--- src/design/coherence_macros.svh ---
// ----------------------------------------------------------
// widths and core count for the coherence controller
// CC_CORES sizes the per-core arrays, and the control logic
// assumes exactly two cores
// ----------------------------------------------------------

`ifndef COHERENCE_MACROS_SVH
`define COHERENCE_MACROS_SVH

// bus address width
`define CC_ADDR_W 32

// cache word width
`define CC_DATA_W 32

// cores sharing the memory port
`define CC_CORES 2

`endif

--- src/design/coherencePkg.sv ---
// ----------------------------------------------------------
// request, response, snoop and memory types for the dual-core
// coherence controller
// widths come from coherence_macros.svh
// ----------------------------------------------------------

`include "coherence_macros.svh"

`default_nettype none

package coherencePkg;

  // instruction cache fill request and answer
  typedef struct packed {
    logic                  ren;
    logic [`CC_ADDR_W-1:0] addr;
  } instrReq_t;

  typedef struct packed {
    logic                  iwait;
    logic [`CC_DATA_W-1:0] load;
  } instrRsp_t;

  // ccwrite is "wants exclusive" from the requester and
  // "holds modified" from the snooped peer
  typedef struct packed {
    logic                  dren;
    logic                  dwen;
    logic [`CC_ADDR_W-1:0] addr;
    logic [`CC_DATA_W-1:0] store;
    logic                  cctrans;
    logic                  ccwrite;
  } dataReq_t;

  typedef struct packed {
    logic                  dwait;
    logic [`CC_DATA_W-1:0] load;
  } dataRsp_t;

  typedef struct packed {
    logic                  ccwait;
    logic                  ccinv;
    logic [`CC_ADDR_W-1:0] snoopaddr;
  } snoop_t;

  // internal memory path toward the APB port
  typedef struct packed {
    logic                  ren;
    logic                  wen;
    logic [`CC_ADDR_W-1:0] addr;
    logic [`CC_DATA_W-1:0] wdata;
  } memReq_t;

  typedef struct packed {
    logic                  done;
    logic [`CC_DATA_W-1:0] rdata;
  } memRsp_t;

  typedef enum logic [2:0] {
    IDLE, ARB, SNOOP, WB, C2C, RDMEM
  } ccState_t;

endpackage

`default_nettype wire

--- src/design/instrFetchArbiter.sv ---
// ----------------------------------------------------------
// round-robin arbiter for the two instruction-cache fills
// the grant is locked from first request until memory done
// after reset core 0 wins a simultaneous request
// ----------------------------------------------------------

`timescale 1ns/1ps

`include "coherence_macros.svh"

`default_nettype none

module instrFetchArbiter (
  input  logic                    CLK,
  input  logic                    nRST,
  input  coherencePkg::instrReq_t iReq [`CC_CORES],
  output coherencePkg::instrRsp_t iRsp [`CC_CORES],
  output coherencePkg::memReq_t   fetchMem,
  input  coherencePkg::memRsp_t   fetchRsp
);

  logic lastServed;
  logic grantValid;
  logic grantCore;
  logic pickCore;
  logic reqCore;
  logic anyReq;

  assign anyReq = iReq[0].ren || iReq[1].ren;

  // the core not served last wins a tie
  always_comb begin
    if (iReq[0].ren && iReq[1].ren) begin
      pickCore = ~lastServed;
    end else begin
      pickCore = iReq[1].ren;
    end
  end

  assign reqCore = grantValid ? grantCore : pickCore;

  always_comb begin
    fetchMem.ren   = grantValid || anyReq;
    fetchMem.wen   = 1'b0;
    fetchMem.addr  = iReq[reqCore].addr;
    fetchMem.wdata = '0;
  end

  // lastServed starts at 1 so core 0 goes first
  always_ff @(posedge CLK, negedge nRST) begin
    if (!nRST) begin
      grantValid <= 1'b0;
      grantCore  <= 1'b0;
      lastServed <= 1'b1;
    end else if (!grantValid && anyReq) begin
      grantValid <= 1'b1;
      grantCore  <= pickCore;
    end else if (grantValid && fetchRsp.done) begin
      grantValid <= 1'b0;
      lastServed <= grantCore;
    end
  end

  // one-cycle wait-low pulse to the granted core
  always_comb begin
    for (int i = 0; i < `CC_CORES; i++) begin
      iRsp[i].iwait = 1'b1;
      iRsp[i].load  = '0;
    end
    if (grantValid && fetchRsp.done) begin
      iRsp[grantCore].iwait = 1'b0;
      iRsp[grantCore].load  = fetchRsp.rdata;
    end
  end

  iwaitOneHot: assert property (@(posedge CLK) disable iff (!nRST)
    !(!iRsp[0].iwait && !iRsp[1].iwait))
    else $error("both cores saw iwait low in one cycle");

endmodule

`default_nettype wire

--- src/design/dataCoherenceFsm.sv ---
// ----------------------------------------------------------
// MSI snoop sequencer for the two data caches
// one transaction at a time, write-backs before misses,
// core 0 preferred; the snooped cache answers combinationally
// through its own ccwrite and store
// ----------------------------------------------------------

`timescale 1ns/1ps

`include "coherence_macros.svh"

`default_nettype none

module dataCoherenceFsm (
  input  logic                   CLK,
  input  logic                   nRST,
  input  coherencePkg::dataReq_t dReq [`CC_CORES],
  output coherencePkg::dataRsp_t dRsp [`CC_CORES],
  output coherencePkg::snoop_t   snoop [`CC_CORES],
  output coherencePkg::memReq_t  dataMem,
  input  coherencePkg::memRsp_t  dataRsp
);
  import coherencePkg::*;

  ccState_t state;
  ccState_t nextState;
  logic     servedCore;
  logic     arbCore;
  logic     peerCore;
  logic     snoopActive;

  assign peerCore    = ~servedCore;
  assign snoopActive = (state == SNOOP) || (state == C2C) || (state == RDMEM);

  always_comb begin
    if (dReq[0].dwen) begin
      arbCore = 1'b0;
    end else if (dReq[1].dwen) begin
      arbCore = 1'b1;
    end else if (dReq[0].cctrans) begin
      arbCore = 1'b0;
    end else begin
      arbCore = 1'b1;
    end
  end

  always_comb begin
    nextState = state;
    case (state)
      IDLE: begin
        if (dReq[0].dwen || dReq[1].dwen || dReq[0].cctrans || dReq[1].cctrans) begin
          nextState = ARB;
        end
      end
      ARB:   nextState = dReq[arbCore].dwen ? WB : SNOOP;
      // peer answers the snoop in this cycle
      SNOOP: nextState = dReq[peerCore].ccwrite ? C2C : RDMEM;
      WB, C2C, RDMEM: begin
        if (dataRsp.done) begin
          nextState = IDLE;
        end
      end
      default: nextState = IDLE;
    endcase
  end

  always_ff @(posedge CLK, negedge nRST) begin
    if (!nRST) begin
      state      <= IDLE;
      servedCore <= 1'b0;
    end else begin
      state <= nextState;
      if (state == ARB) begin
        servedCore <= arbCore;
      end
    end
  end

  always_comb begin
    dataMem = '0;
    for (int i = 0; i < `CC_CORES; i++) begin
      dRsp[i].dwait = 1'b1;
      dRsp[i].load  = '0;
      snoop[i]      = '0;
    end
    if (snoopActive) begin
      snoop[peerCore].ccwait    = 1'b1;
      snoop[peerCore].ccinv     = dReq[servedCore].ccwrite;
      snoop[peerCore].snoopaddr = dReq[servedCore].addr;
    end
    case (state)
      WB: begin
        dataMem.wen               = 1'b1;
        dataMem.addr              = dReq[servedCore].addr;
        dataMem.wdata             = dReq[servedCore].store;
        dRsp[servedCore].dwait    = !dataRsp.done;
      end
      // peer's dirty word goes to memory and to the requester at once
      C2C: begin
        dataMem.wen               = 1'b1;
        dataMem.addr              = dReq[servedCore].addr;
        dataMem.wdata             = dReq[peerCore].store;
        dRsp[0].dwait             = !dataRsp.done;
        dRsp[1].dwait             = !dataRsp.done;
        dRsp[servedCore].load     = dReq[peerCore].store;
      end
      RDMEM: begin
        dataMem.ren               = 1'b1;
        dataMem.addr              = dReq[servedCore].addr;
        dRsp[servedCore].dwait    = !dataRsp.done;
        dRsp[servedCore].load     = dataRsp.rdata;
      end
      default: ;
    endcase
  end

  ccinvOnlyPeer: assert property (@(posedge CLK) disable iff (!nRST)
    !snoop[servedCore].ccinv)
    else $error("ccinv sent to the served core");

  memNoReadWrite: assert property (@(posedge CLK) disable iff (!nRST)
    (state != IDLE && state != ARB) |-> !(dataMem.ren && dataMem.wen))
    else $error("data memory request is both read and write");

endmodule

`default_nettype wire

--- src/design/memPortMux.sv ---
// ----------------------------------------------------------
// APB master shared by fetch and data requests
// data wins when a new transfer starts; the owner keeps the
// port until PREADY in the access phase
// no PSLVERR, one idle cycle between transfers
// ----------------------------------------------------------

`timescale 1ns/1ps

`include "coherence_macros.svh"

`default_nettype none

module memPortMux (
  input  logic                   CLK,
  input  logic                   nRST,
  input  coherencePkg::memReq_t  fetchMem,
  input  coherencePkg::memReq_t  dataMem,
  output coherencePkg::memRsp_t  fetchRsp,
  output coherencePkg::memRsp_t  dataRsp,
  output logic                   PSEL,
  output logic                   PENABLE,
  output logic                   PWRITE,
  output logic [`CC_ADDR_W-1:0]  PADDR,
  output logic [`CC_DATA_W-1:0]  PWDATA,
  input  logic [`CC_DATA_W-1:0]  PRDATA,
  input  logic                   PREADY
);
  import coherencePkg::*;

  typedef enum logic [1:0] {
    PH_IDLE, PH_SETUP, PH_ACCESS
  } apbPhase_t;

  apbPhase_t phase;
  logic      ownerData;
  logic      dataPending;
  logic      fetchPending;
  logic      done;
  memReq_t   selReq;

  assign dataPending  = dataMem.ren || dataMem.wen;
  assign fetchPending = fetchMem.ren || fetchMem.wen;

  always_ff @(posedge CLK, negedge nRST) begin
    if (!nRST) begin
      phase     <= PH_IDLE;
      ownerData <= 1'b0;
    end else begin
      case (phase)
        PH_IDLE: begin
          if (dataPending || fetchPending) begin
            phase     <= PH_SETUP;
            ownerData <= dataPending;
          end
        end
        PH_SETUP:  phase <= PH_ACCESS;
        PH_ACCESS: begin
          if (PREADY) begin
            phase <= PH_IDLE;
          end
        end
        default:   phase <= PH_IDLE;
      endcase
    end
  end

  assign selReq  = ownerData ? dataMem : fetchMem;
  assign PSEL    = (phase != PH_IDLE);
  assign PENABLE = (phase == PH_ACCESS);
  assign PWRITE  = PSEL && selReq.wen;
  assign PADDR   = PSEL ? selReq.addr : '0;
  assign PWDATA  = PSEL ? selReq.wdata : '0;
  assign done    = PENABLE && PREADY;

  // response only to the owner
  always_comb begin
    dataRsp.done   = done && ownerData;
    dataRsp.rdata  = ownerData ? PRDATA : '0;
    fetchRsp.done  = done && !ownerData;
    fetchRsp.rdata = ownerData ? '0 : PRDATA;
  end

  apbStable: assert property (@(posedge CLK) disable iff (!nRST)
    (PSEL && !PREADY) |=> ($stable(PADDR) && $stable(PWRITE) && $stable(PWDATA)))
    else $error("APB address or data changed during a transfer");

endmodule

`default_nettype wire

--- src/design/coherenceTop.sv ---
// ----------------------------------------------------------
// dual-core coherence controller with one APB memory port
// fetch arbitration and data coherence run side by side,
// data traffic has priority at the memory port
// ----------------------------------------------------------

`timescale 1ns/1ps

`include "coherence_macros.svh"

`default_nettype none

module coherenceTop (
  input  logic                    CLK,
  input  logic                    nRST,
  input  coherencePkg::instrReq_t iReq [`CC_CORES],
  output coherencePkg::instrRsp_t iRsp [`CC_CORES],
  input  coherencePkg::dataReq_t  dReq [`CC_CORES],
  output coherencePkg::dataRsp_t  dRsp [`CC_CORES],
  output coherencePkg::snoop_t    snoop [`CC_CORES],
  output logic                    PSEL,
  output logic                    PENABLE,
  output logic                    PWRITE,
  output logic [`CC_ADDR_W-1:0]   PADDR,
  output logic [`CC_DATA_W-1:0]   PWDATA,
  input  logic [`CC_DATA_W-1:0]   PRDATA,
  input  logic                    PREADY
);
  import coherencePkg::*;

  memReq_t fetchMem;
  memRsp_t fetchRsp;
  memReq_t dataMem;
  memRsp_t dataRsp;

  instrFetchArbiter instrFetchArbiter_i (
    .CLK      (CLK),
    .nRST     (nRST),
    .iReq     (iReq),
    .iRsp     (iRsp),
    .fetchMem (fetchMem),
    .fetchRsp (fetchRsp)
  );

  dataCoherenceFsm dataCoherenceFsm_i (
    .CLK     (CLK),
    .nRST    (nRST),
    .dReq    (dReq),
    .dRsp    (dRsp),
    .snoop   (snoop),
    .dataMem (dataMem),
    .dataRsp (dataRsp)
  );

  memPortMux memPortMux_i (
    .CLK      (CLK),
    .nRST     (nRST),
    .fetchMem (fetchMem),
    .dataMem  (dataMem),
    .fetchRsp (fetchRsp),
    .dataRsp  (dataRsp),
    .PSEL     (PSEL),
    .PENABLE  (PENABLE),
    .PWRITE   (PWRITE),
    .PADDR    (PADDR),
    .PWDATA   (PWDATA),
    .PRDATA   (PRDATA),
    .PREADY   (PREADY)
  );

endmodule

`default_nettype wire

--- config.mk ---
export PLATFORM = sky130hd
export DESIGN_NAME = coherenceTop
export DESIGN_NICKNAME = d
export VERILOG_FILES = /design/src/design/coherencePkg.sv /design/src/design/instrFetchArbiter.sv /design/src/design/dataCoherenceFsm.sv /design/src/design/memPortMux.sv /design/src/design/coherenceTop.sv
export VERILOG_INCLUDE_DIRS = /design/src /design/src/design
export SDC_FILE = /design/constraint.sdc
export NUM_CORES = 1
export LEC_CHECK = 0
export ABC_AREA = 1
export BUFFER_PORTS_ARGS = -buffer_cell sky130_fd_sc_hd__buf_2
export CAP_MARGIN = 20
export CELL_PAD_IN_SITES_DETAIL_PLACEMENT = 1
export CELL_PAD_IN_SITES_GLOBAL_PLACEMENT = 1
export CORE_AREA = 2 2 196 198
export DETAILED_ROUTE_END_ITERATION = 6
export DIE_AREA = 0 0 198 200
export GPL_ROUTABILITY_DRIVEN = 0
export GPL_TIMING_DRIVEN = 0
export PLACE_DENSITY = 0.57
export SLEW_MARGIN = 20
export SYNTH_ARGS = -nofsm -noshare
export SYNTH_HDL_FRONTEND = slang
export SYNTH_SLANG_ARGS = --single-unit
--- constraint.sdc ---
create_clock -name CLK -period 3.7 [get_ports CLK]
set_input_delay 0.185 -clock CLK [delete_from_list [all_inputs] [get_ports CLK]]
set_output_delay 0.185 -clock CLK [all_outputs]
set_load 0.05 [all_outputs]
; Yosys cells after proc, flatten, opt, wreduce, memory -nomap -nowiden
; Cells that the tools add are included.
[classes]
n_addsub = 0
shift = 0
n_reduce_logical = 32
muxes = 58
div_mod_pow = 0
mul = 0
order_cmp = 8
bitwise_logic = 11
n_eq_ne = 11
[ops]
columns = cell, n
row1 = $mux W32, 11
row2 = $mux W66, 4
row3 = $mux W67, 3
row4 = $bwmux W66, 3
row5 = $pmux W66 S3, 1
row6 = $bwmux W68, 2
row7 = $mux W34, 4
row8 = $demux W33 S1, 4
row9 = $demux W34 S1, 3
row10 = $mux W33, 3
row11 = $mux W68, 1
row12 = $mux W65, 1
row13 = $pmux W32 S2, 1
row14 = $pmux W3 S4, 1
row15 = $mux W1, 11
row16 = $ge A2 B2 Y1 const B, 5
row17 = $logic_and A1 B1 Y1, 10
row18 = $not A1 Y2, 5
row19 = $logic_or A1 B1 Y1, 9
row20 = $reduce_and A2 Y1, 4
row21 = $eq A3 B2 Y1 const B, 2
row22 = $eq A3 B3 Y1 const B, 2
row23 = $lt A2 B1 Y1 const B, 3
row24 = $mux W3, 2
row25 = other kinds (16), 25
[totals]
mem_bits_rw = 0
n_memories = 0
latch_bits = 0
out_inout_bits = 267
mem_bits_ro = 0
in_bits = 237
register_bits = 10

; Logic depth before layout (Yosys ltp)
; Gate-level depths: netlist of run 1.
[logic_depth]
ltp_word = 9
ltp_mapped = 9
depth_no_buf = 8

; Hierarchy
; From an unflattened synthesis of run 1, not the netlist that was laid out.
[unflattened]
cells_unflattened = 1330
area_unflattened_um2 = 6507.5
[modules_own_cells]
columns = module, area_each_um2, instances, seq_area_each_um2, cells_each
row1 = dataCoherenceFsm, 3344.5, 1, 100.1, 693
row2 = memPortMux, 1788.0, 1, 75.1, 376
row3 = instrFetchArbiter, 1375.1, 1, 76.3, 261

; Least setup slack after synthesis of run 1
; OpenSTA, ideal clock, no wires.
[synth_path]
kind = register to output
start = register memPortMux_i.phase[0]
end = output port iRsp[23] (netlist name)
slack_ps = 1240
t_required_ps = 3515
path_stages_with_launch = 7
n_path_buf = 1
t_arrival_ps = 2275
cell_sequence = dfrtp_1 nor2_2 nand3_1 nor2_2 nand2_2 buf_2 nor2_1
[synth_lines]
columns = item, line_no
row1 = "start, declared", memPortMux.sv:35  ; apbPhase_t phase;
row2 = "start signal, assigned", memPortMux.sv:47  ; phase <= PH_IDLE;
row3 = "start signal, assigned", memPortMux.sv:53  ; phase <= PH_SETUP;
row4 = "start signal, assigned", memPortMux.sv:57  ; PH_SETUP: phase <= PH_ACCESS;
row5 = "end, declared", coherenceTop.sv:17  ; output coherencePkg::instrRsp_t iRsp [`CC_CORES],

; Worst setup path after layout of run 1
[layout_path]
start = register instrFetchArbiter_i.grantValid
end = output port PADDR[21]
[layout_between]
elab_chain_len = 7
[layout_lines]
columns = item, line_no
row1 = "start, declared", instrFetchArbiter.sv:23  ; logic grantValid;
row2 = "start signal, assigned", instrFetchArbiter.sv:52  ; grantValid <= 1'b0;
row3 = "start signal, assigned", instrFetchArbiter.sv:56  ; grantValid <= 1'b1;
row4 = "start signal, assigned", instrFetchArbiter.sv:59  ; grantValid <= 1'b0;
row5 = $mux W1, instrFetchArbiter.sv:40  ; assign reqCore = grantValid ? grantCore : pickCore;
row6 = $not A1 Y2 (not written as such), instrFetchArbiter.sv:45  ; fetchMem.addr = iReq[reqCore].addr;
row7 = $mux W32 (not written as such) (3 in a row), instrFetchArbiter.sv:45
row8 = $mux W65, memPortMux.sv:68  ; assign selReq = ownerData ? dataMem : fetchMem;
row9 = $mux W32, memPortMux.sv:72  ; assign PADDR = PSEL ? selReq.addr : '0;
row10 = "end, declared", coherenceTop.sv:24  ; output logic [`CC_ADDR_W-1:0] PADDR,
; Every way passes these cells. The select of a mux whose other input is x is not followed.

==> flow_summary.json, run 1 <==
{
  "status": "complete, no violations",
  "dp_cells": 1998,
  "p_per_area_nw_per_um2": 806.5,
  "post_drt_wl_per_cell_um": 18.81,
  "period_minus_slack_ns": 2.492,
  "ir_worst_vdd_v": 0.0003110,
  "groute.usage.overall_pct": 17.84,
  "nets": 1730,
  "worst-slew-pin-transition_ns": 0.7481,
  "synth_area_sq_um": 5001,
  "cts_root_buf": "clkbuf_16",
  "yosys.cell_count.top_type": "nand2_1",
  "async_reset_ff_share_pct": 100.0,
  "antenna_found_initial": 3,
  "cp-start-kind": "flip-flop",
  "synth_top_area_share_pct": 27.77,
  "path_class": "flip-flop to primary output",
  "grt_pass1_vias": 8451,
  "cts.htree.levels": 1,
  "grt_max_degree": 11,
  "required_ns": 3.51,
  "synth_warnings": 0,
  "cp_max_fo": 10,
  "drtPass1Iterations": 4,
  "cts_made_buffers": 3,
  "grt_pass1_wl_um": 53350,
  "io_pins": 504,
  "fillers": 5010,
  "dp_slack_ns": 1.473,
  "coreArea_sq_um": 37400,
  "max_cap_violations": 0,
  "max_clock_freq_mhz": 401.2,
  "fin_cells": 2003,
  "vias": 8380,
  "die_w_um": 198,
  "clkSinkCount": 10,
  "dp_hpwl_um": 32260,
  "setup_tns_ns": 0,
  "dpl_cell_area_sq_um": 8148,
  "portBuffers": 501,
  "rows": 71,
  "synth_top_cell_by_area": "nand2_1",
  "yosysSeqAreaShare_pct": 5.029,
  "clk_latency_ns": 0.23,
  "slew_headroom_pct": 50.13,
  "critPathCaptureType": "primary output",
  "arrival_ns": 2.31,
  "die_h_um": 200,
  "initial_utilization_pct": 13.37,
  "synthFlopType": "dfrtp_1",
  "synth-edff-count": 0,
  "postCtsResizedCells": 0,
  "slew_viol_final": 0,
  "syn-num-nets": 1223,
  "wl_um": 37680,
  "p_leak_nw": 5.316,
  "hold_class": "input port to flip-flop",
  "yosys-top-cells-area": "nand2_1 28%, o211ai_1 13%, inv_1 13%",
  "path_clk_slew_ns": 0.04,
  "netlist_instances": 986,
  "rsz0062_at_grt": "no",
  "hold_viol": 0,
  "drc_errors": 0,
  "die_area_sq_um": 39600,
  "stdcell_area_sq_um": 8247,
  "drt_iter0_markers": 290,
  "n_antenna_cell": 0,
  "synth.top_cells.by_count": "370 x nand2_1, 170 x inv_1, 88 x o211ai_1, 77 x nor2_1, 50 x a21oi_1",
  "setup_violations": 0,
  "area_growth_pct": 64.90,
  "syn_avg_cell_area_sq_um": 5.072,
  "ys_seq_elements": 10,
  "postCtsSetupRepairBufs": 0,
  "grt_overflow": 0,
  "skew_ns": 0.002004,
  "vias_per_cell": 4.184,
  "cts_tree": "done",
  "cts_max_path_buffers": 2,
  "drive_above_1_share_pct": 43.57,
  "ant_nets": 0,
  "setup_ws_ns": 1.208,
  "post-route-period-util_pct": 67.36,
  "netlist-cell-type-count": 32,
  "power_mw": 6.651
}
[metrics by stage]
step	util [%]	hold slack, ns
2_1_floorplan	-	-0.1106
3_3_place_gp	21.79	0.06077
3_5_place_dp	21.79	0.06833
4_1_cts	22.05	0.1646
5_1_grt	22.05	0.1899
6_report	22.05	0.1607
[cells in the final DEF (no fill, tap or decap), drive strengths merged]
cell type    instances
nand2              384
inv                186
o21a                 1
nor3                 1
buf                563
o22ai               33
nand3               45
nor2                83
or2                  2
dlygate4sd3          1
dfrtp                9
clkbuf              14
o31ai                1
nand4                2
o211ai              88
dfstp                1
a21oi               59
o21ai               19
[cell families (layout without fill, tap and decap cells)]
| group | count (synthesis) | after routing | synth area share [%] |
|---|---|---|---|
| buffers and inverters | 258 | 764 | 23.32 |
| AO/OA/AOI/OAI | 201 | 201 | 29.65 |
| AND/OR/NAND/NOR | 517 | 517 | 42.01 |
| flip-flops | 10 | 10 | 5.029 |
[repair_timing]
action,in CTS,in global routing
hold endpoints to repair,9,0
hold buffers,1,0
setup endpoints to repair,0,0
[flip-flops by register name (all words and copies together) (netlist names)]
name                            count
instrFetchArbiter_i.lastServed      1
memPortMux_i.ownerData              1
instrFetchArbiter_i.grantCore       1
memPortMux_i.phase                  2
instrFetchArbiter_i.grantValid      1
dataCoherenceFsm_i.servedCore       1
dataCoherenceFsm_i.state            3
[critical path, cell delays in order (launching register included)]
cell,delay [ns]
dfrtp_1,0.40
inv_1,0.07
nand3_1,0.20
nand2_1,0.32
clkbuf_1,0.47
o211ai_1,0.17
nand2_1,0.15
buf_2,0.28
[where the power goes]
| group | total (mW) | switching, mW | internal (mW) |
|---|---|---|---|
| Clock | 0.212 | 0.0497 | 0.162 |
| Combinational | 6.21 | 4.83 | 1.38 |
| Sequential | 0.228 | 0.0641 | 0.164 |
[cell type report]
cell class	count	area, sq um	area share [%]
Buffer	72	467.9	5.674
Multi-Input combinational cell	718	3583	43.45
Sequential cell	10	251.5	3.050
Tap cell	511	639.4	7.753
Clock buffer	4	88.84	1.077
Timing Repair Buffer	502	2517	30.53
Inverter	186	698.2	8.466
[metal layers]
layer	track usage (%)	wire, um
met3	2.789	2257
met5	0	44
met2	33.09	19030
met1	22.28	15890
met4	2.144	461
[path summary, 6_finish.rpt]
path                       slack (ns)                           start  cells after the start                             end
max reg2reg                      2.13   dataCoherenceFsm_i.servedCore                      4   dataCoherenceFsm_i.servedCore
max in group asynchronous        3.07                            nRST                      2  instrFetchArbiter_i.lastServed
min reg2reg                      0.55  instrFetchArbiter_i.lastServed                      1  instrFetchArbiter_i.lastServed
max                              1.21  instrFetchArbiter_i.grantValid                      7                       PADDR[21]
min in group asynchronous        0.37                            nRST                      2   instrFetchArbiter_i.grantCore
min                              0.16                       dReq[134]                      2   dataCoherenceFsm_i.servedCore
Note: power is estimated with default switching activity, not from simulation.
==> run 2: changes to the inputs <==
--- a/config.mk
+++ b/config.mk
@@ -11,12 +11,12 @@
 export CAP_MARGIN = 20
 export CELL_PAD_IN_SITES_DETAIL_PLACEMENT = 1
 export CELL_PAD_IN_SITES_GLOBAL_PLACEMENT = 1
-export CORE_AREA = 2 2 196 198
+export CORE_AREA = 2 2 193 195
 export DETAILED_ROUTE_END_ITERATION = 6
-export DIE_AREA = 0 0 198 200
+export DIE_AREA = 0 0 195 197
 export GPL_ROUTABILITY_DRIVEN = 0
 export GPL_TIMING_DRIVEN = 0
-export PLACE_DENSITY = 0.57
+export PLACE_DENSITY = 0.58
 export SLEW_MARGIN = 20
 export SYNTH_ARGS = -nofsm -noshare
 export SYNTH_HDL_FRONTEND = slang
==> constraint.sdc (replaced) <==
create_clock -name CLK -period 2.3 [get_ports CLK]
set_input_delay 0.115 -clock CLK [delete_from_list [all_inputs] [get_ports CLK]]
set_output_delay 0.115 -clock CLK [all_outputs]
set_load 0.05 [all_outputs]
==> flow_summary.json, run 2 (synthesis gave the netlist of run 1 again) <==
{
  "rsz0062_at_grt": "yes",
  "most-common-layout-cells": "518 x buf_2, 367 x nand2_1, 170 x inv_1, 88 x o211ai_1, 67 x nor2_1",
  "rows": 70,
  "drc_errors": 0,
  "nets": 1730,
  "cts_tree": "done",
  "p_per_area_nw_per_um2": 1301,
  "skew_ns": 0.005495,
  "p_int_mw": 2.844,
  "drtPass1Iterations": 4,
  "pwr-share-seq_pct": 3.5,
  "cts_made_buffers": 3,
  "crit_chain": "nor2_2, nand2_2, inv_2, buf_6, buf_6, o211ai_1, a21oi_2, buf_4",
  "groute.usage.overall_pct": 18.36,
  "post_drt_wl_per_cell_um": 18.92,
  "post-route-period-util_pct": 95.28,
  "wl_um": 37110,
  "grt_pass1_vias": 8858,
  "slowest_delay_ns": 0.46,
  "status": "complete, no violations",
  "die_w_um": 195,
  "max_cap_violations": 0,
  "crit_buf_inv": 4,
  "path_delay_family": "buffers and inverters",
  "clk_latency_ns": 0.25,
  "grt_max_degree": 11,
  "required_ns": 2.18,
  "area_growth_pct": 66.62,
  "dpl_cell_area_sq_um": 8117,
  "fillers": 4906,
  "switchingPower_mw": 8.000,
  "hold_class": "input port to flip-flop",
  "cp_max_fo": 10,
  "path_clk_slew_ns": 0.04,
  "p_leak_nw": 5.343,
  "drt_iter0_markers": 236,
  "cts_max_path_buffers": 2,
  "period_minus_slack_ns": 2.191,
  "antenna_found_initial": 3,
  "drive_above_1_share_pct": 45.11,
  "largest-register": "dataCoherenceFsm_i.state",
  "arrival_ns": 2.08,
  "top_regs": "dataCoherenceFsm_i.state x3, memPortMux_i.phase x2",
  "die_area_sq_um": 38420,
  "cts.htree.levels": 1,
  "stdcell_area_sq_um": 8333,
  "comb_power_share_pct": 93.3,
  "worst-slew-pin-transition_ns": 0.5506,
  "max_clock_freq_mhz": 456.3,
  "postCtsSetupRepairBufs": 0,
  "critPathCaptureType": "primary output",
  "hold_viol": 0,
  "cp-start-kind": "flip-flop",
  "portBuffers": 501,
  "r2r_setup_slack_ns": 0.87,
  "cp_slowest_cell": "dfrtp_1",
  "dp_hpwl_um": 31600,
  "power_frac_clock_pct": 3.3,
  "utilization_pct": 22.98,
  "initial_utilization_pct": 13.79,
  "vias": 8444,
  "switching_share_pct": 73.77,
  "path_class": "flip-flop to primary output",
  "ant_nets": 0,
  "clkSinkCount": 10,
  "setup_violations": 0,
  "coreArea_sq_um": 36260,
  "final_common_cell": "buf_2",
  "crit_top_cell": "buf_6",
  "ir_worst_vdd_v": 0.0005667,
  "cts_root_buf": "clkbuf_16",
  "largest_reg_flops": 3,
  "io_pins": 504,
  "vias_per_cell": 4.304,
  "die_h_um": 197,
  "slew_headroom_pct": 63.30,
  "slew_viol_final": 0,
  "grt_pass1_wl_um": 54250,
  "grt_overflow": 0
}
[run 2: power groups by stage]
stage | combinational [mW] | clock, mW | sequential [mW]
final | 10.1 | 0.356 | 0.374
after detailed placement | 10.1 | 0 | 0.373
after global routing | 10.8 | 0.367 | 0.386
after floorplan | 7.08 | 0 | 0.348
after CTS | 10.2 | 0.360 | 0.373
after global placement | 10.0 | 0 | 0.366
[run 2: area by class of cell]
cell class / instances / area, sq um / share of cell area [%]
clock buffers: 4 / 88.84 / 1.066
well taps: 468 / 585.6 / 7.027
plain buffers: 72 / 510.5 / 6.126
inverters: 186 / 700.7 / 8.408
diodes: 2 / 5.005 / 0.06006
repair buffers: 502 / 2540 / 30.48
flip-flops and latches: 10 / 251.5 / 3.018
multi-input cells: 718 / 3651 / 43.81
[run 2: layer usage]
| layer | vias up | part of all wire (%) | GRT usage (%) |
|---|---|---|---|
| met1 | 4002 | 40 | 21.03 |
| met2 | 300 | 53 | 36.07 |
| met5 | - | 0 | 0 |
| met4 | 0 | 1.3 | 3.364 |
| met3 | 27 | 5.4 | 2.601 |
| li1 | 4115 | - | - |
[run 2: through the flow]
| stage | worst slack [ns] | std cells | TNS [ns] | power (mW) | hold WS [ns] |
|---|---|---|---|---|---|
| 6_report | 0.1086 | 1962 | 0 | 10.84 | 0.07639 |
| 4_1_cts | 0.002033 | 1960 | 0 | 10.95 | 0.08004 |
| 3_5_place_dp | -0.03153 | 1955 | -0.03153 | 10.49 | -0.007568 |
| 3_3_place_gp | 0.03967 | 1955 | 0 | 10.39 | -0.01314 |
| 5_1_grt | -0.04277 | 1962 | -0.06854 | 11.58 | 0.1014 |
| 2_1_floorplan | -0.09007 | 986 | -0.8106 | 7.426 | -0.1806 |
[run 2: worst register-to-register path, cell delays in order (launching register included)]
cell	delay, ns
dfrtp_1	0.46
nor2_2	0.18
nand2_2	0.12
nand3_2	0.11
buf_6	0.17
nand2_1	0.10
o21ai_0	0.19
[run 2: final timing paths]
| kind | from | endpoint | cells past startpoint |
|---|---|---|---|
| min in group asynchronous | nRST | instrFetchArbiter_i.grantCore | 2 |
| worst min register to register | instrFetchArbiter_i.lastServed | instrFetchArbiter_i.lastServed | 1 |
| worst min-delay path | dReq[134] | dataCoherenceFsm_i.servedCore | 2 |
| worst max register to register | dataCoherenceFsm_i.state[0] | dataCoherenceFsm_i.state[2] | 6 |
| worst max-delay path | dataCoherenceFsm_i.state[0] | PWDATA[22] | 8 |
| max in group asynchronous | nRST | instrFetchArbiter_i.lastServed | 2 |
[run 2: what timing repair did]
action,4_1_cts,5_1_grt
endpoints found under the setup margin,50,50
hold endpoints to repair,10,0
hold buffers,1,0
resized for setup,17,28
